**config.mk**
```make
export PLATFORM = sky130hd
export DESIGN_NAME = slice_stage_controller
export DESIGN_NICKNAME = d
export VERILOG_FILES = /design/src/source/decoder_pkg.sv /design/src/source/link_fifo.sv /design/src/source/result_streamer.sv /design/src/source/slice_stage_controller.sv /design/src/source/stage_sequencer.sv
export SDC_FILE = /design/constraint.sdc
export NUM_CORES = 1
export LEC_CHECK = 0
export ABC_AREA = 0
export BUFFER_PORTS_ARGS = -buffer_cell sky130_fd_sc_hd__clkbuf_2
export CAP_MARGIN = 20
export CELL_PAD_IN_SITES_DETAIL_PLACEMENT = 1
export CELL_PAD_IN_SITES_GLOBAL_PLACEMENT = 2
export CORE_MARGIN = 2
export CORE_UTILIZATION = 40
export CTS_CLUSTER_DIAMETER = 80
export DETAILED_ROUTE_END_ITERATION = 7
export MAX_ROUTING_LAYER = met4
export PLACE_DENSITY_LB_ADDON = 0.05
export SLEW_MARGIN = 20
export SYNTH_ARGS = -nofsm -noshare
export SYNTH_HDL_FRONTEND = slang
export SYNTH_SLANG_ARGS = --single-unit
```
**constraint.sdc**
```tcl
create_clock -name clk -period 5.8 [get_ports clk]
set_input_delay 0.87 -clock clk [delete_from_list [all_inputs] [get_ports clk]]
set_output_delay 0.87 -clock clk [all_outputs]
set_load 0.01 [all_outputs]
```
**src/source/decoder_pkg.sv**
```systemverilog
package decoder_pkg;

    // decoder stages, follows the master's schedule
    typedef enum logic [2:0] {
        stage_idle                = 3'd0,
        stage_measurement_loading = 3'd1,
        stage_spread_cluster      = 3'd2,
        stage_sync_is_odd_cluster = 3'd3,
        stage_grow_boundary       = 3'd4,
        stage_result_calculating  = 3'd5
    } stage_e;

    // opcodes sent by the master
    typedef enum logic [2:0] {
        cmd_none    = 3'd0,
        cmd_advance = 3'd1,
        cmd_finish  = 3'd2,
        cmd_abort   = 3'd3
    } stage_cmd_e;

    typedef struct packed {
        stage_cmd_e opcode;
    } stage_cmd_t;

    // 12 bits covers 3 * clog2(16)
    localparam int ROOT_FIELD_WIDTH = 12;

    // one report word per PU, end word has last set
    typedef struct packed {
        logic                        last;
        logic                        touching_boundary;
        logic                        odd_cardinality;
        logic [ROOT_FIELD_WIDTH-1:0] root;
    } result_word_t;

endpackage

```
**src/source/link_fifo.sv**
```systemverilog
`timescale 1ns/1ps

module link_fifo #(
    parameter int WIDTH = 8,
    parameter int DEPTH = 16
) (
    input  logic             clk,
    input  logic             reset,
    input  logic             wr_en,
    input  logic [WIDTH-1:0] din,
    output logic             full,
    input  logic             rd_en,
    output logic [WIDTH-1:0] dout,
    output logic             empty
);

    localparam int PTR_WIDTH = (DEPTH > 1) ? $clog2(DEPTH) : 1;

    logic [WIDTH-1:0]     mem [DEPTH];
    logic [PTR_WIDTH-1:0] wr_ptr;
    logic [PTR_WIDTH-1:0] rd_ptr;
    logic [PTR_WIDTH:0]   count;
    logic                 do_write;
    logic                 do_read;

    assign full     = count == (PTR_WIDTH + 1)'(DEPTH);
    assign empty    = count == '0;
    assign do_write = wr_en && !full; // overflow ignored
    assign do_read  = rd_en && !empty;
    assign dout     = mem[rd_ptr];    // head shows without a read

    always_ff @(posedge clk) begin
        if (do_write) mem[wr_ptr] <= din;
    end

    always_ff @(posedge clk) begin
        if (reset) begin
            wr_ptr <= '0;
            rd_ptr <= '0;
            count  <= '0;
        end else begin
            if (do_write) wr_ptr <= (wr_ptr == PTR_WIDTH'(DEPTH - 1)) ? '0 : wr_ptr + 1'b1;
            if (do_read) rd_ptr <= (rd_ptr == PTR_WIDTH'(DEPTH - 1)) ? '0 : rd_ptr + 1'b1;
            if (do_write && !do_read) count <= count + 1'b1;
            else if (do_read && !do_write) count <= count - 1'b1;
        end
    end

endmodule

```
**src/source/result_streamer.sv**
```systemverilog
`timescale 1ns/1ps

module result_streamer import decoder_pkg::*; #(
    parameter int CODE_DISTANCE_X = 3,
    parameter int CODE_DISTANCE_Z = 3,
    parameter int X_START = 0,
    parameter int X_END = 2,
    localparam int ROUNDS = (CODE_DISTANCE_X > CODE_DISTANCE_Z) ? CODE_DISTANCE_X
                                                                : CODE_DISTANCE_Z,
    localparam int ADDRESS_WIDTH = 3 * $clog2(ROUNDS),
    localparam int PU_COUNT = CODE_DISTANCE_X * CODE_DISTANCE_Z * ROUNDS
) (
    input  logic                              clk,
    input  logic                              reset,
    input  stage_e                            stage,
    input  logic [ADDRESS_WIDTH*PU_COUNT-1:0] roots,
    input  logic [PU_COUNT-1:0]               is_odd_cardinalities,
    input  logic [PU_COUNT-1:0]               is_touching_boundaries,
    input  logic                              fifo_full,
    output logic                              push,
    output result_word_t                      word,
    output logic                              report_done
);

    localparam int ROOTS_PER_ROUND = (X_END - X_START + 1) * CODE_DISTANCE_Z;
    localparam int ROOT_OFFSET     = X_START * CODE_DISTANCE_Z;
    localparam int PUS_PER_ROUND   = CODE_DISTANCE_X * CODE_DISTANCE_Z;
    localparam int LOCAL_WIDTH     = $clog2(ROOTS_PER_ROUND + 1);
    localparam int ROUND_WIDTH     = $clog2(ROUNDS + 1);
    localparam int PU_INDEX_WIDTH  = $clog2(PU_COUNT + 1);

    logic [LOCAL_WIDTH-1:0]    local_index;
    logic [ROUND_WIDTH-1:0]    round_index;
    logic [PU_INDEX_WIDTH-1:0] pu_index;
    logic                      active;
    logic                      in_rounds;

    assign active      = stage == stage_result_calculating;
    assign in_rounds   = round_index < ROUND_WIDTH'(ROUNDS);
    assign push        = active && !fifo_full;
    assign report_done = push && !in_rounds; // end word goes out

    // own columns only, rounds are PUS_PER_ROUND apart
    assign pu_index = in_rounds
        ? PU_INDEX_WIDTH'(ROOT_OFFSET + PUS_PER_ROUND * round_index + local_index)
        : '0;

    always_comb begin
        word = '0;
        if (in_rounds) begin
            word.touching_boundary = is_touching_boundaries[pu_index];
            word.odd_cardinality   = is_odd_cardinalities[pu_index];
            word.root = ROOT_FIELD_WIDTH'(roots[pu_index*ADDRESS_WIDTH +: ADDRESS_WIDTH]);
        end else begin
            word.last = 1'b1;
        end
    end

    always_ff @(posedge clk) begin
        if (reset || !active) begin
            local_index <= '0;
            round_index <= '0;
        end else if (push && in_rounds) begin
            if (local_index == LOCAL_WIDTH'(ROOTS_PER_ROUND - 1)) begin
                local_index <= '0;
                round_index <= round_index + 1'b1;
            end else begin
                local_index <= local_index + 1'b1;
            end
        end
    end

endmodule

```
**src/source/slice_stage_controller.sv**
```systemverilog
`timescale 1ns/1ps

module slice_stage_controller import decoder_pkg::*; #(
    parameter int CODE_DISTANCE_X = 3,
    parameter int CODE_DISTANCE_Z = 3,
    parameter int X_START = 0,
    parameter int X_END = 2,
    localparam int ROUNDS = (CODE_DISTANCE_X > CODE_DISTANCE_Z) ? CODE_DISTANCE_X
                                                                : CODE_DISTANCE_Z,
    localparam int ADDRESS_WIDTH = 3 * $clog2(ROUNDS),
    localparam int PU_COUNT = CODE_DISTANCE_X * CODE_DISTANCE_Z * ROUNDS,
    parameter int DEADLOCK_LIMIT = 10 * PU_COUNT
) (
    input  logic                              clk,
    input  logic                              reset,
    input  stage_cmd_t                        cmd_data,
    input  logic                              cmd_valid,
    output logic                              cmd_ready,
    input  logic [ADDRESS_WIDTH*PU_COUNT-1:0] roots,
    input  logic [PU_COUNT-1:0]               is_odd_cardinalities,
    input  logic [PU_COUNT-1:0]               is_touching_boundaries,
    output result_word_t                      report_data,
    output logic                              report_valid,
    input  logic                              report_ready,
    output stage_e                            stage,
    output logic                              result_valid,
    output logic [7:0]                        iteration_counter,
    output logic [31:0]                       cycle_counter,
    output logic                              deadlock
);

    stage_cmd_t   cmd_head;
    result_word_t word;
    logic         cmd_full;
    logic         cmd_empty;
    logic         cmd_pop;
    logic         report_full;
    logic         report_empty;
    logic         push;
    logic         report_done;

    assign cmd_ready    = !cmd_full;
    assign report_valid = !report_empty;

    link_fifo #(.WIDTH($bits(stage_cmd_t)), .DEPTH(16)) cmd_fifo (
        .clk(clk), .reset(reset),
        .wr_en(cmd_valid), .din(cmd_data), .full(cmd_full),
        .rd_en(cmd_pop), .dout(cmd_head), .empty(cmd_empty)
    );

    stage_sequencer #(
        .CODE_DISTANCE_X(CODE_DISTANCE_X), .CODE_DISTANCE_Z(CODE_DISTANCE_Z),
        .DEADLOCK_LIMIT(DEADLOCK_LIMIT)
    ) stage_sequencer_i (
        .clk(clk), .reset(reset),
        .cmd_head(cmd_head), .cmd_empty(cmd_empty), .cmd_pop(cmd_pop),
        .report_done(report_done), .stage(stage), .result_valid(result_valid),
        .iteration_counter(iteration_counter), .cycle_counter(cycle_counter),
        .deadlock(deadlock)
    );

    result_streamer #(
        .CODE_DISTANCE_X(CODE_DISTANCE_X), .CODE_DISTANCE_Z(CODE_DISTANCE_Z),
        .X_START(X_START), .X_END(X_END)
    ) result_streamer_i (
        .clk(clk), .reset(reset), .stage(stage),
        .roots(roots), .is_odd_cardinalities(is_odd_cardinalities),
        .is_touching_boundaries(is_touching_boundaries),
        .fifo_full(report_full), .push(push), .word(word), .report_done(report_done)
    );

    link_fifo #(.WIDTH($bits(result_word_t)), .DEPTH(16)) report_fifo (
        .clk(clk), .reset(reset),
        .wr_en(push), .din(word), .full(report_full),
        .rd_en(report_ready), .dout(report_data), .empty(report_empty)
    );

endmodule

```
**src/source/stage_sequencer.sv**
```systemverilog
`timescale 1ns/1ps

module stage_sequencer import decoder_pkg::*; #(
    parameter int CODE_DISTANCE_X = 3,
    parameter int CODE_DISTANCE_Z = 3,
    localparam int ROUNDS = (CODE_DISTANCE_X > CODE_DISTANCE_Z) ? CODE_DISTANCE_X
                                                                : CODE_DISTANCE_Z,
    localparam int PU_COUNT = CODE_DISTANCE_X * CODE_DISTANCE_Z * ROUNDS,
    parameter int DEADLOCK_LIMIT = 10 * PU_COUNT
) (
    input  logic        clk,
    input  logic        reset,
    input  stage_cmd_t  cmd_head,
    input  logic        cmd_empty,
    output logic        cmd_pop,
    input  logic        report_done,
    output stage_e      stage,
    output logic        result_valid,
    output logic [7:0]  iteration_counter,
    output logic [31:0] cycle_counter,
    output logic        deadlock
);

    stage_e      stage_next;
    stage_cmd_e  opcode;
    logic        has_cmd;
    logic [31:0] cycles_in_stage;

    assign has_cmd = !cmd_empty;
    assign opcode  = cmd_head.opcode;

    // result stage holds the queue until back in idle
    assign cmd_pop = has_cmd && (stage != stage_result_calculating);

    always_comb begin
        stage_next = stage;
        case (stage)
            stage_idle: begin
                if (has_cmd && opcode == cmd_advance) stage_next = stage_measurement_loading;
            end
            stage_measurement_loading: stage_next = stage_spread_cluster; // single cycle
            stage_spread_cluster: begin
                if (has_cmd && opcode == cmd_advance) stage_next = stage_sync_is_odd_cluster;
                else if (has_cmd && opcode == cmd_abort) stage_next = stage_idle;
            end
            stage_sync_is_odd_cluster: begin
                if (has_cmd) begin
                    case (opcode)
                        cmd_advance: stage_next = stage_grow_boundary;
                        cmd_finish:  stage_next = stage_result_calculating;
                        cmd_abort:   stage_next = stage_idle;
                        default:     stage_next = stage;
                    endcase
                end
            end
            stage_grow_boundary: begin
                if (has_cmd && opcode == cmd_advance) stage_next = stage_spread_cluster;
            end
            stage_result_calculating: begin
                if (report_done) stage_next = stage_idle;
            end
            default: stage_next = stage_idle;
        endcase
    end

    always_ff @(posedge clk) begin
        if (reset) begin
            stage        <= stage_idle;
            result_valid <= 1'b0;
        end else begin
            stage <= stage_next;
            if (stage_next == stage_measurement_loading) result_valid <= 1'b0;
            else if (report_done) result_valid <= 1'b1;
        end
    end

    always_ff @(posedge clk) begin
        if (reset) begin
            iteration_counter <= '0;
            cycle_counter     <= '0;
        end else begin
            if (stage == stage_measurement_loading) iteration_counter <= '0;
            else if (stage == stage_sync_is_odd_cluster && stage_next == stage_grow_boundary)
                iteration_counter <= iteration_counter + 1'b1;

            if (stage == stage_measurement_loading) cycle_counter <= 32'd1;
            else if (!result_valid) cycle_counter <= cycle_counter + 1'b1;
        end
    end

    // deadlock watch, only spread and sync can hang
    always_ff @(posedge clk) begin
        if (reset) begin
            cycles_in_stage <= '0;
            deadlock        <= 1'b0;
        end else begin
            if (stage == stage_spread_cluster || stage == stage_sync_is_odd_cluster)
                cycles_in_stage <= cycles_in_stage + 1'b1;
            else
                cycles_in_stage <= '0;

            if (stage == stage_measurement_loading) deadlock <= 1'b0;
            else if (cycles_in_stage > 32'(DEADLOCK_LIMIT)) deadlock <= 1'b1;
        end
    end

endmodule

```
==> impl_metrics.toml <==
[job]
maxCapViolCount = 0

[timing]
fmax_ghz = 0.239
setup_viol = 0
rsz0062_at_grt = "false"
period_share = 0.721
setup_ws_ns = 1.62
worst_pin_slew_ns = 1.13
report.final.slew_viol_count = 0
period_minus_slack_ns = 4.18
hold_viol = 0
finalSetupTns_ns = 0
slew_headroom = 0.240
fin_worst_skew_ns = 0.0199

[finish]
drive_gt1_frac = 0.304
syn_to_final_growth_pct = 20.5
nNetsFinal = 1743
fin_cells = 1987
mostFrequentLayoutCells = "278 x clkbuf_2, 192 x edfxtp_1, 125 x nor2_1, 116 x dfxtp_1, 106 x nand2_1"
final_cell_area_mm2 = 0.0181
layout_commonest_cell = "clkbuf_2"

[routing]
drc = 0
wl_per_cell_um = 21.7
drtAntennaViolNets = 0
initialDrtViolationCount = 525
first_pass_iters = 5
vias_per_cell = 5.50
postRouteWirelength_um = 43000
dr_total_vias = 10900

[power]
power_frac_comb = 0.180
seqPwrFrac = 0.440
p_switching_w = 0.00154
intPower_w = 0.00424
peakVddDrop_mv = 0.188
p_leak_nw = 6.60
clkPwrFrac = 0.380
sw_frac_of_total = 0.266
p_per_area_mw_per_mm2 = 320

[outcome]
status = "completed"

[clock_tree]
cts_tree = "built"
cts_buffers = 35
cts-hold-fix-buffers = 0
clk_latency_ns = 0.53
cts_sinks = 309
postCtsSetupBuffers = 0
clockBufferDepth = 3
htreeDepth = 2
cts.repair.resized = 0
root_buffer = "clkbuf_16"
clk_pin_slew_ns = 0.06

[logic_synthesis]
yosysWarnings = 0
ys.flop_type = "edfxtp_1"
syn_area_per_cell_um2 = 12.3
synth_seq_cells = 309
netlist-cell-type-count = 69
syn_inst = 1216
synth_edf_count = 192
netlist_area_mm2 = 0.0150
ys_seq_area_frac = 0.541
async_flop_share = 0

[placed_design]
gp_congestion = 0.949
port_buffers = 278
placed_area_mm2 = 0.0168
dp_cells = 1917
place_ws_ns = 1.25
hpwl_um = 31600

[worst_hold_path]
min_path_type = "reg -> reg"

[floorplan]
die_y_um = 198
die_x_um = 198
row_count = 70
io_pins = 285
core_mm2 = 0.0368
initial_core_util = 0.407
dieArea_mm2 = 0.0390

[setup_path]
arrival_ns = 4.39
cp_max_fo = 37
crit_path_start_kind = "flop"
cpMaxStageDelayCell = "nor2_2"
end_kind = "flop"
path_cells = "ha_1 -> ha_1 -> inv_1 -> fa_1 -> buf_4 -> nor2_2 -> buf_4 -> mux4_2 -> a21oi_1 -> o22ai_1 -> nand2_1 -> a21oi_2"
required_ns = 6.01
critPathMaxStageDelay_ns = 0.70
critPathKind = "reg -> reg"

[grt]
grt_pass1_vias = 11600
grtUsageTotal = 0.228
grt_pass1_wl_um = 66300
antenna_found_initial = 5
overflow = 0
grt_max_degree = 39
[state kept, by name, indices dropped and copies added, names as in the netlist, named ones only]
signal                               count
stage_sequencer_i.cycles_in_stage       32
report_fifo.rd_ptr                       4
result_streamer_i.round_index            2
cmd_fifo.rd_ptr                          4
report_fifo.count                        5
cmd_fifo.count                           5
result_streamer_i.local_index            4
cmd_fifo.mem                            48
stage_sequencer_i.result_valid           1
stage_sequencer_i.deadlock               1
stage_sequencer_i.stage                  3
stage_sequencer_i.iteration_counter      8
cmd_fifo.wr_ptr                          4
report_fifo.wr_ptr                       4
report_fifo.mem                        144
stage_sequencer_i.cycle_counter         32
[cell families after synthesis]
kind of cell	count (synthesis)	synth area share
mux	124	0.144
other cells	1	0.000250
xor+xnor	76	0.0444
fa+ha+maj	34	0.0297
simple gates	378	0.118
compound gates	192	0.0904
flops	309	0.541
buf+inv	102	0.0317
[metal layers]
layer	share of wire	wire length [µm]	vias up	GRT usage
met2	0.50	21600	300	0.385
met5	0	0	-	-
li1	-	-	5134	-
met4	0.018	782	0	0.0574
met1	0.43	18600	5449	0.288
met3	0.048	2070	52	0.0379
[power by group through the flow]
stage	Clock (W)	Sequential (W)	Combinational, W
after floorplan	0	0.00249	0.000860
after global placement	0	0.00259	0.00104
after detailed placement	0	0.00259	0.00105
after CTS	0.00225	0.00255	0.00106
after global routing	0.00233	0.00256	0.00115
final	0.00220	0.00254	0.00104
[layout make-up]
type                       count  area (µm²)
antenna                        5        12.5
clock buffer                  47        1020
clock inverter                17         140
fill                        3943       18700
inverter                      26        97.6
multi-input combinational    810        6490
sequential                   309        8110
tap                          468         586
timing repair buffer         305        1600
[synth_stat cells, types with 3 or more instances]
| master | instances | share of area |
|---|---|---|
| a21o_1 | 7 | 0.0035 |
| a31oi_1 | 8 | 0.0033 |
| mux2i_1 | 52 | 0.035 |
| mux4_2 | 65 | 0.098 |
| a22o_1 | 3 | 0.0018 |
| o221ai_1 | 5 | 0.0029 |
| a21oi_1 | 61 | 0.020 |
| buf_6 | 5 | 0.0038 |
| xor2_1 | 55 | 0.032 |
| edfxtp_1 | 192 | 0.38 |
| and3_1 | 9 | 0.0038 |
| mux4_1 | 6 | 0.011 |
| a22oi_1 | 10 | 0.0050 |
| o21a_1 | 5 | 0.0025 |
| nor2_1 | 129 | 0.032 |
| dfxtp_1 | 117 | 0.16 |
| a222oi_1 | 3 | 0.0020 |
| nand2_1 | 106 | 0.027 |
| nor4_1 | 13 | 0.0054 |
| a211o_1 | 5 | 0.0029 |
| and4_1 | 4 | 0.0023 |
| and2_1 | 5 | 0.0021 |
| a221oi_1 | 16 | 0.0094 |
| fa_1 | 3 | 0.0040 |
| ha_1 | 30 | 0.025 |
| xnor2_1 | 21 | 0.012 |
| buf_2 | 12 | 0.0040 |
| nor3_1 | 14 | 0.0047 |
| a311oi_1 | 11 | 0.0064 |
| buf_4 | 6 | 0.0030 |
| o22ai_1 | 11 | 0.0046 |
| buf_1 | 9 | 0.0023 |
| inv_1 | 24 | 0.0060 |
| or3_1 | 12 | 0.0050 |
| clkbuf_1 | 42 | 0.011 |
| nand3_1 | 29 | 0.0097 |
| nand4_1 | 26 | 0.011 |
| a211oi_1 | 13 | 0.0065 |
| nor2b_1 | 10 | 0.0042 |
| a221o_1 | 6 | 0.0040 |
| o21ai_0 | 15 | 0.0050 |
| nand2b_1 | 9 | 0.0038 |
[final timing paths]
path | slack (ns) | endpoint | from | cells past startpoint
worst min register to register | 0.48 | stage_sequencer_i.cycles_in_stage[0] | stage_sequencer_i.cycles_in_stage[0] | 1
worst max register to register | 1.62 | report_fifo.mem[15][5] | result_streamer_i.local_index[1] | 12
worst max-delay path | 1.62 | report_fifo.mem[15][5] | result_streamer_i.local_index[1] | 12
worst min-delay path | 0.48 | stage_sequencer_i.cycles_in_stage[0] | stage_sequencer_i.cycles_in_stage[0] | 1
[metrics by stage]
stage | total power [W] | hold slack, ns | util
floorplan | 0.00335 | 0.437 | -
global placement | 0.00363 | 0.460 | 0.457
detailed placement | 0.00364 | 0.472 | 0.458
CTS | 0.00585 | 0.486 | 0.490
global route | 0.00604 | 0.503 | 0.491
finish | 0.00577 | 0.478 | 0.491
[critical path: cells and delay by family, from the launching register on]
family | cells | cell delay (ns)
compound gates | 3 | 0.92
fa+ha+maj | 3 | 0.88
simple gates | 2 | 0.79
buf+inv | 3 | 0.66
flops | 1 | 0.40
mux | 1 | 0.20
(Power assumes the default switching activity.)
